==> config.mk <==
export PLATFORM = sky130hd
export DESIGN_NAME = slot_store_top
export DESIGN_NICKNAME = d
export VERILOG_FILES = /design/src/slot_store_pkg.sv /design/src/cmd_decode.sv /design/src/ram0.sv /design/src/resp_stage.sv /design/src/single_ram.sv /design/src/slot_store_top.sv
export VERILOG_INCLUDE_DIRS = /design/src
export SDC_FILE = /design/constraint.sdc
export NUM_CORES = 2
export LEC_CHECK = 0
export BUFFER_PORTS_ARGS = -buffer_cell sky130_fd_sc_hd__buf_2
export CAP_MARGIN = 20
export CORE_MARGIN = 4
export CORE_UTILIZATION = 60
export DETAILED_ROUTE_END_ITERATION = 10
export PLACE_DENSITY_LB_ADDON = 0.25
export REMOVE_ABC_BUFFERS = 1
export SKIP_CTS_REPAIR_TIMING = 1
export SYNTH_ARGS = -nofsm -noshare
export SYNTH_HDL_FRONTEND = slang
export SYNTH_MEMORY_MAX_BITS = 65536
export SYNTH_SLANG_ARGS = --single-unit
==> constraint.sdc <==
create_clock -name clk -period 3.8 [get_ports clk]
set_clock_uncertainty 0.2 [all_clocks]
set_input_delay 0.38 -clock clk [delete_from_list [all_inputs] [get_ports clk]]
set_output_delay 0.38 -clock clk [all_outputs]
set_load 0.02 [all_outputs]
==> src/slot_store_macros.svh <==
`ifndef SLOT_STORE_MACROS_SVH
`define SLOT_STORE_MACROS_SVH

//////////////////////////////
// Slot store widths
//////////////////////////////

// Stored word, valid bit not included
`define SLOT_PAYLOAD_BITS 32

// Slot index, 128 slots
`define SLOT_ADDR_BITS 7

// Tag carried by a get
`define SLOT_TAG_BITS 4

// Hit and miss statistics
`define SLOT_CNT_BITS 16

`endif

==> src/slot_store_pkg.sv <==
`include "slot_store_macros.svh"

package slot_store_pkg;

    //////////////////////////////
    // Requests
    //////////////////////////////

    // Producer deposit
    typedef struct packed {
        logic [`SLOT_ADDR_BITS-1:0]    index;
        logic [`SLOT_PAYLOAD_BITS-1:0] payload;
    } put_req_t;

    // Consumer lookup, take clears the slot
    typedef struct packed {
        logic [`SLOT_ADDR_BITS-1:0] index;
        logic                       take;
        logic [`SLOT_TAG_BITS-1:0]  tag;
    } get_req_t;

    //////////////////////////////
    // Storage words
    //////////////////////////////

    // Valid bit sits above the payload
    typedef struct packed {
        logic                          valid;
        logic [`SLOT_PAYLOAD_BITS-1:0] payload;
    } slot_entry_t;

    // One memory port
    typedef struct packed {
        logic                       we;
        logic [`SLOT_ADDR_BITS-1:0] addr;
        slot_entry_t                entry;
    } mem_port_t;

    // Get result back to the consumer
    typedef struct packed {
        logic [`SLOT_TAG_BITS-1:0]     tag;
        logic                          hit;
        logic [`SLOT_PAYLOAD_BITS-1:0] payload;
    } get_resp_t;

endpackage

==> src/cmd_decode.sv <==
`timescale 1ns/1ps
`include "slot_store_macros.svh"

module cmd_decode (
    input  logic                      clk,
    input  logic                      reset,
    input  logic                      put_valid,
    input  slot_store_pkg::put_req_t  put,
    input  logic                      get_valid,
    input  slot_store_pkg::get_req_t  get,
    output slot_store_pkg::mem_port_t port_a,
    output slot_store_pkg::mem_port_t port_b,
    output logic                      rd_valid,
    output logic [`SLOT_TAG_BITS-1:0] rd_tag
);

    import slot_store_pkg::*;

    logic     put_v;
    logic     get_v;
    logic     take_v;
    put_req_t put_q;
    get_req_t get_q;

    //////////////////////////////
    // Input registers
    //////////////////////////////

    // Strobes
    always_ff @(posedge clk) begin
        if (reset) begin
            put_v  <= 1'b0;
            get_v  <= 1'b0;
            take_v <= 1'b0;
        end else begin
            put_v  <= put_valid;
            get_v  <= get_valid;
            take_v <= get_valid && get.take;
        end
    end

    // Request words
    always_ff @(posedge clk) begin
        put_q <= put;
        get_q <= get;
    end

    //////////////////////////////
    // Port words
    //////////////////////////////

    always_comb begin
        // Put sets the slot valid
        port_a.we            = put_v;
        port_a.addr          = put_q.index;
        port_a.entry.valid   = 1'b1;
        port_a.entry.payload = put_q.payload;

        // Get always reads, writes only to clear on a take
        port_b.we            = take_v;
        port_b.addr          = get_q.index;
        port_b.entry.valid   = 1'b0;
        port_b.entry.payload = '0;
    end

    assign rd_valid = get_v;
    assign rd_tag   = get_q.tag;

endmodule

==> src/ram0.sv <==
`timescale 1ns/1ps
`include "slot_store_macros.svh"

module ram0 #(
    parameter int DWIDTH = `SLOT_PAYLOAD_BITS,
    parameter int AWIDTH = `SLOT_ADDR_BITS,
    parameter RAM_TYPE = "block"
) (
    input  logic              wrclk,
    input  logic [DWIDTH-1:0] di,
    input  logic              wren,
    input  logic [AWIDTH-1:0] wraddr,
    input  logic              rdclk,
    input  logic              rden,
    input  logic [AWIDTH-1:0] rdaddr,
    output logic [DWIDTH-1:0] do_out
);

    localparam int DEPTH = 2 ** AWIDTH;

    (* ram_style = RAM_TYPE *) logic [DWIDTH-1:0] mem [DEPTH];

    //////////////////////////////
    // Write port
    //////////////////////////////

    always_ff @(posedge wrclk) begin
        if (wren) begin
            mem[wraddr] <= di;
        end
    end

    //////////////////////////////
    // Read port
    //////////////////////////////

    // Registered read, old data on a same-address write
    always_ff @(posedge rdclk) begin
        if (rden) begin
            do_out <= mem[rdaddr];
        end
    end

endmodule

==> src/resp_stage.sv <==
`timescale 1ns/1ps
`include "slot_store_macros.svh"

module resp_stage (
    input  logic                        clk,
    input  logic                        reset,
    input  logic                        rd_valid,
    input  logic [`SLOT_TAG_BITS-1:0]   rd_tag,
    input  slot_store_pkg::slot_entry_t rd_entry,
    output logic                        resp_valid,
    output slot_store_pkg::get_resp_t   resp,
    output logic [`SLOT_CNT_BITS-1:0]   hit_count,
    output logic [`SLOT_CNT_BITS-1:0]   miss_count
);

    // Lookup info aligned with the memory read
    logic                      valid_d;
    logic [`SLOT_TAG_BITS-1:0] tag_d;

    //////////////////////////////
    // Control and statistics
    //////////////////////////////

    always_ff @(posedge clk) begin
        if (reset) begin
            valid_d    <= 1'b0;
            resp_valid <= 1'b0;
            hit_count  <= '0;
            miss_count <= '0;
        end else begin
            valid_d    <= rd_valid;
            resp_valid <= valid_d;
            // Counters wrap
            if (valid_d) begin
                if (rd_entry.valid) begin
                    hit_count <= hit_count + 1'b1;
                end else begin
                    miss_count <= miss_count + 1'b1;
                end
            end
        end
    end

    //////////////////////////////
    // Response word
    //////////////////////////////

    always_ff @(posedge clk) begin
        tag_d        <= rd_tag;
        resp.tag     <= tag_d;
        resp.hit     <= rd_entry.valid;
        resp.payload <= rd_entry.payload;   // stale on a miss
    end

endmodule

==> src/single_ram.sv <==
`timescale 1ns/1ps
`include "slot_store_macros.svh"

module single_ram #(
    parameter int PAYLOAD_BITS = `SLOT_PAYLOAD_BITS,
    parameter int NUM_ADDR_BITS = `SLOT_ADDR_BITS,
    parameter RAM_TYPE = "block"
) (
    input  logic                        clk,
    input  logic                        reset,
    input  logic                        wea,
    input  logic                        web,
    input  logic [NUM_ADDR_BITS-1:0]    addra,
    input  logic [NUM_ADDR_BITS-1:0]    addrb,
    input  slot_store_pkg::slot_entry_t dina,
    input  slot_store_pkg::slot_entry_t dinb,
    output slot_store_pkg::slot_entry_t doutb
);

    localparam int DEPTH = 2 ** NUM_ADDR_BITS;

    logic                    valid_q;
    logic [PAYLOAD_BITS-1:0] rd_payload;

    //////////////////////////////
    // Valid bits
    //////////////////////////////

    (* ram_style = "distributed" *) logic vld_mem [DEPTH];

    // All slots start empty
    initial begin
        for (int i = 0; i < DEPTH; i++) begin
            vld_mem[i] = 1'b0;
        end
    end

    // Port b clears, port a sets
    always @(posedge clk) begin
        if (web) begin
            vld_mem[addrb] <= dinb.valid;
        end
        // Issued last so port a wins on a shared address
        if (wea) begin
            vld_mem[addra] <= dina.valid;
        end
    end

    // Read-first, same timing as the payload read
    always_ff @(posedge clk) begin
        if (reset) begin
            valid_q <= 1'b0;
        end else begin
            valid_q <= vld_mem[addrb];
        end
    end

    //////////////////////////////
    // Payload memory
    //////////////////////////////

    ram0 #(
        .DWIDTH   (PAYLOAD_BITS),
        .AWIDTH   (NUM_ADDR_BITS),
        .RAM_TYPE (RAM_TYPE)
    ) dat_mem (
        .wrclk  (clk),
        .di     (dina.payload),
        .wren   (wea),
        .wraddr (addra),
        .rdclk  (clk),
        .rden   (1'b1),
        .rdaddr (addrb),
        .do_out (rd_payload)
    );

    assign doutb.valid   = valid_q;
    assign doutb.payload = rd_payload;

endmodule

==> src/slot_store_top.sv <==
`timescale 1ns/1ps
`include "slot_store_macros.svh"

module slot_store_top (
    input  logic                      clk,
    input  logic                      reset,
    input  logic                      put_valid,
    input  slot_store_pkg::put_req_t  put,
    input  logic                      get_valid,
    input  slot_store_pkg::get_req_t  get,
    output logic                      resp_valid,
    output slot_store_pkg::get_resp_t resp,
    output logic [`SLOT_CNT_BITS-1:0] hit_count,
    output logic [`SLOT_CNT_BITS-1:0] miss_count
);

    import slot_store_pkg::*;

    mem_port_t                 port_a;
    mem_port_t                 port_b;
    logic                      rd_valid;
    logic [`SLOT_TAG_BITS-1:0] rd_tag;
    slot_entry_t               rd_entry;

    //////////////////////////////
    // Stage 1, command
    //////////////////////////////

    cmd_decode u_cmd (
        .clk       (clk),
        .reset     (reset),
        .put_valid (put_valid),
        .put       (put),
        .get_valid (get_valid),
        .get       (get),
        .port_a    (port_a),
        .port_b    (port_b),
        .rd_valid  (rd_valid),
        .rd_tag    (rd_tag)
    );

    //////////////////////////////
    // Stage 2, storage
    //////////////////////////////

    single_ram #(
        .PAYLOAD_BITS  (`SLOT_PAYLOAD_BITS),
        .NUM_ADDR_BITS (`SLOT_ADDR_BITS),
        .RAM_TYPE      ("block")
    ) u_ram (
        .clk   (clk),
        .reset (reset),
        .wea   (port_a.we),
        .web   (port_b.we),
        .addra (port_a.addr),
        .addrb (port_b.addr),
        .dina  (port_a.entry),
        .dinb  (port_b.entry),
        .doutb (rd_entry)
    );

    //////////////////////////////
    // Stage 3, response
    //////////////////////////////

    resp_stage u_resp (
        .clk        (clk),
        .reset      (reset),
        .rd_valid   (rd_valid),
        .rd_tag     (rd_tag),
        .rd_entry   (rd_entry),
        .resp_valid (resp_valid),
        .resp       (resp),
        .hit_count  (hit_count),
        .miss_count (miss_count)
    );

endmodule

==> impl_summary.log <==
INFO  metric worstPathMaxFanout = 26
INFO  metric run_status = finished, violations left
INFO  metric fin_ws = -0.03898 ns
INFO  metric antenna_found_initial = 64
INFO  metric fillerInstances = between 15000 and 20000
INFO  metric synthesis.area_per_instance = between 15 and 20 µm²
INFO  metric startpoint_to_endpoint_class_of_the_critical_path = flop to flop
INFO  metric violations_in_the_final_reports = negative setup slack
INFO  metric hold_start = get[9]
INFO  metric number_of_vias_in_the_routed_layout = just over 100k
INFO  metric drive_above_1_share = 18.54%
INFO  metric dieArea = 285900 µm²
INFO  metric first_global_vias = 99287
INFO  metric largest_family_of_logic_cells_by_synthesized_area = compound AO/OA/AOI/OAI gates
INFO  metric depth_of_the_worst_hold_timing_path = 2
INFO  metric worst_hold_slack = 0.01395 ns
INFO  metric placedInstanceArea = 176600 µm²
INFO  metric path_buf_inv = 3
INFO  metric static-leakage-power = 62.63 nW
INFO  metric drt_iter0_markers = 18845
INFO  metric area_growth_syn_to_layout = 15.39%
INFO  metric critical_path.slowest_cell = dfxtp_4
INFO  metric fin_nets = 10530
INFO  metric grt_start_max_net_pins = between 100 and 150
INFO  metric final_cell_area = 192000 µm²
INFO  metric detail_route.vias_per_cell = 7.023
INFO  metric ys_types = about 70
INFO  metric floorplan.die.width = 534.7 µm
INFO  metric gr-usage-all-layers = 35.58%
INFO  metric synthXorXnorAreaFrac = 0.1263%
INFO  metric startpoint_type_of_the_worst_setup_path = flop
INFO  metric number_of_max_cap_violations = 0
INFO  metric routed_wl = 517.9 mm
INFO  metric timing.critical_path.to_type = flop
INFO  metric synth-async-reset-ratio = 0%
INFO  metric relSlewSlack = 18.59%
INFO  metric synth-seq-cells = 4385
INFO  metric report.final.slew_viol_count = 0
INFO  metric instances_no_fill = 14606
INFO  metric cts-htree-levels = 5
INFO  metric cp.arrival = 4.55 ns
INFO  metric period_needed = 3.839 ns
INFO  metric hold_ep = u_cmd.port_b[37]
INFO  metric setup.reg_to_reg.worst_slack = -0.04 ns
INFO  metric synth.mux.area_fraction = about 7.6%
INFO  metric clk_path_buf_depth = 4
INFO  metric ant_nets = 0
INFO  metric tightest_slew = 1.221 ns
INFO  metric rr_startpoint = u_cmd.port_b[34]
INFO  metric most_common_cell_on_crit_path = buf_4
INFO  metric tritoncts = done
INFO  metric cp_slowest_stage_delay = 0.61 ns
INFO  metric post_synth_inst_count = 9814
INFO  metric clock-sinks = 4385
INFO  metric dr_drc_count = 0
INFO  metric max-vdd-ir-drop = roughly 0.45 mV
INFO  metric synthFlopType = edfxtp_1
INFO  metric grt-ovfl-total = 0
INFO  metric portBuffers = 124
INFO  metric top_family_by_delay_on_critical_path = simple AND/OR/NAND/NOR gates
INFO  metric finalPower = 0.1020 W
INFO  metric route.detailed.wl_per_inst = 35.46 µm
INFO  metric post_synth_fa_ha_maj_area_fraction = less than 1%
INFO  metric cts-root-buf = clkbuf_16
INFO  metric floorplan.die.height = 534.7 µm
INFO  metric post_route_fraction_of_the_period_consumed_by_the_critical_path = 101.0%
INFO  metric ys.warnings.count = 0
INFO  metric design.core.area = 276300 µm²
INFO  metric final-hold-violation-count = 0
INFO  metric num_io_pins = between 100 and 150
INFO  metric synth_sequential_area_ratio = 77.38%
INFO  metric max_freq = 0.2605 GHz
INFO  metric seqCellArea = 128900 µm²
INFO  metric drt-pass1-iter-count = 8
INFO  metric post_synth_and_or_nand_nor_area_fraction = 3.307%
INFO  metric crit_required = 4.52 ns
INFO  metric dpl.cell_count = about 14000
INFO  metric multi_input_gate_area_in_the_final_layout = 35660 µm²
INFO  metric clock_insertion_delay_worst_skew = 1.00 ns
INFO  metric synth_enable_flop_cells = a little over 4000
INFO  metric crit-reg2reg-capture = u_ram.dat_mem.do_out[7]
INFO  metric initial_utilization = 60.25%
INFO  metric finalWeightedCongestion = just under 1
INFO  metric min-delay-path-class = primary input to flop
INFO  metric timing.critical_path.cells = and2_4 > buf_12 > a21oi_1 > o21ai_0 > a32oi_1 > buf_4 > nor3_2 > buf_4 > and4_1
INFO  metric power_density = 530.9 nW/µm²
INFO  metric cts_inserted_buffers = about 430
INFO  metric grt_first_pass_wirelength = 726.3 mm
INFO  metric dpl.hpwl = around 310 mm
INFO  metric floorplan.rows = 193
INFO  metric r2r.worst_path.cells = 9
INFO  metric synth.cell_area = 166400 µm²
INFO  metric synth_compound_gate_area_share = 9.710%
INFO  metric count_of_endpoints_failing_setup_in_the_final_report = 6
INFO  metric clkSlewWorstSetupHoldPaths = 0.06 ns
area by class of cell:
class	count	share of cell area, %
flip-flops and latches	4385	67.13
multi-input cells	4751	18.57
clock buffers	573	6.064
repair buffers	899	4.422
well taps	3705	2.414
clock inverters	231	1.303
diodes	55	0.07167
inverters	7	0.02411
registers in the layout, summed over array words and instances (netlist names):
name and count:
u_cmd.take_v 1, u_cmd.port_a 39, u_cmd.put_v 1, u_resp.valid_d 1, u_ram.dat_mem.do_out 32, u_cmd.rd_valid 1
u_ram.vld_mem 128, u_resp.hit_count 16, u_ram.dat_mem.mem 4096, u_resp.resp 37, u_cmd.port_b 7, u_cmd.rd_tag 4
u_ram.valid_q 1, u_resp.miss_count 16, u_resp.tag_d 4, u_resp.resp_valid 1
how the worst max path moves through the flow:
stage / startpoint / endpoint / slack, ns / cells after the start
after floorplan: u_cmd.port_b[35] / u_ram.dat_mem.do_out[13] / -72.08 / 7
after global placement: u_cmd.port_b[33] / u_ram.dat_mem.do_out[18] / -1.05 / 8
after detailed placement: u_cmd.port_b[35] / u_ram.dat_mem.do_out[7] / -0.19 / 9
after CTS: u_cmd.port_b[35] / u_ram.dat_mem.do_out[7] / -0.28 / 9
after global routing: u_cmd.port_b[34] / u_ram.dat_mem.do_out[14] / -0.008 / 9
final: u_cmd.port_b[34] / u_ram.dat_mem.do_out[7] / -0.04 / 9
cells in the final DEF, fill, tap and decap left out, drive strengths merged, types with 30 or more instances in the layout:
cell type	instances
a221oi	356
nor3	66
diode	55
a31oi	36
edfxtp	4096
o221ai	68
a22oi	262
clkinv	176
bufinv	35
nand2	341
o21ai	554
o211ai	122
a22o	61
dlygate4sd3	99
a221o	65
dfxtp	289
nor2	667
nand3	82
a21oi	593
o22ai	94
mux2i	645
o2bb2ai	85
buf	799
nand4	43
mux2	183
clkbuf	574
o2111ai	30
mux4	180
synth_stat cells (22+ instances only):
cell type	n	share of area [%]
a21oi_1	593	1.8
a221o_1	65	0.39
a221oi_1	356	1.9
a22o_1	61	0.32
a22oi_1	262	1.2
a31oi_1	36	0.14
and4_1	22	0.12
buf_1	55	0.12
buf_2	199	0.60
buf_4	84	0.38
clkbuf_1	323	0.73
dfxtp_1	289	3.5
edfxtp_1	4096	74
mux2_2	182	1.2
mux2i_1	645	3.9
mux4_2	180	2.4
nand2_1	341	0.77
nand3_1	82	0.25
nand4_1	43	0.16
nor2_1	665	1.5
nor3_1	65	0.20
o2111ai_1	30	0.16
o211ai_1	122	0.55
o21ai_0	554	1.7
o221ai_1	68	0.36
o22ai_1	93	0.35
o2bb2ai_1	85	0.45
report_power, final:
group	leakage, nW	internal (W)	switching, W
logic	16.5	0.00183	0.00385
registers	39.2	0.0531	0.000703
clock network	6.89	0.0241	0.0184
total	62.6	0.0790	0.0230
metrics by stage:
step	util [%]	setup TNS [ns]	setup slack (ns)
detailed placement	63.92	-0.2719	-0.1875
finish	69.52	-0.1368	-0.03898
CTS	69.04	-0.3685	-0.2827
floorplan	-	-6165.41	-72.08
global route	69.50	-0.008147	-0.008147
global placement	63.90	-1.806	-1.046
logic make-up (layout without fill, tap and decap cells):
group,count (synthesis),count (layout)
flip-flops,4385,4385
AO/OA/AOI/OAI,2419,2419
AND/OR/NAND/NOR,1298,1298
multiplexers,1008,1008
buffers and inverters,678,1710
XOR/XNOR,24,24
adder cells (fa/ha/maj),2,2
other,0,55
metal layers:
metal / vias to the layer above / wire (µm) / share of wire, % / global-route usage, %
met5: - / 228 / 0.044 / 0
met4: 34 / 34680 / 6.7 / 20.27
met3: 1583 / 74440 / 14 / 10.05
met2: 8798 / 230200 / 44 / 52.77
met1: 51282 / 178400 / 34 / 47.85
li1: 40886 / - / - / -
Note: power is estimated with default switching activity, not from simulation.
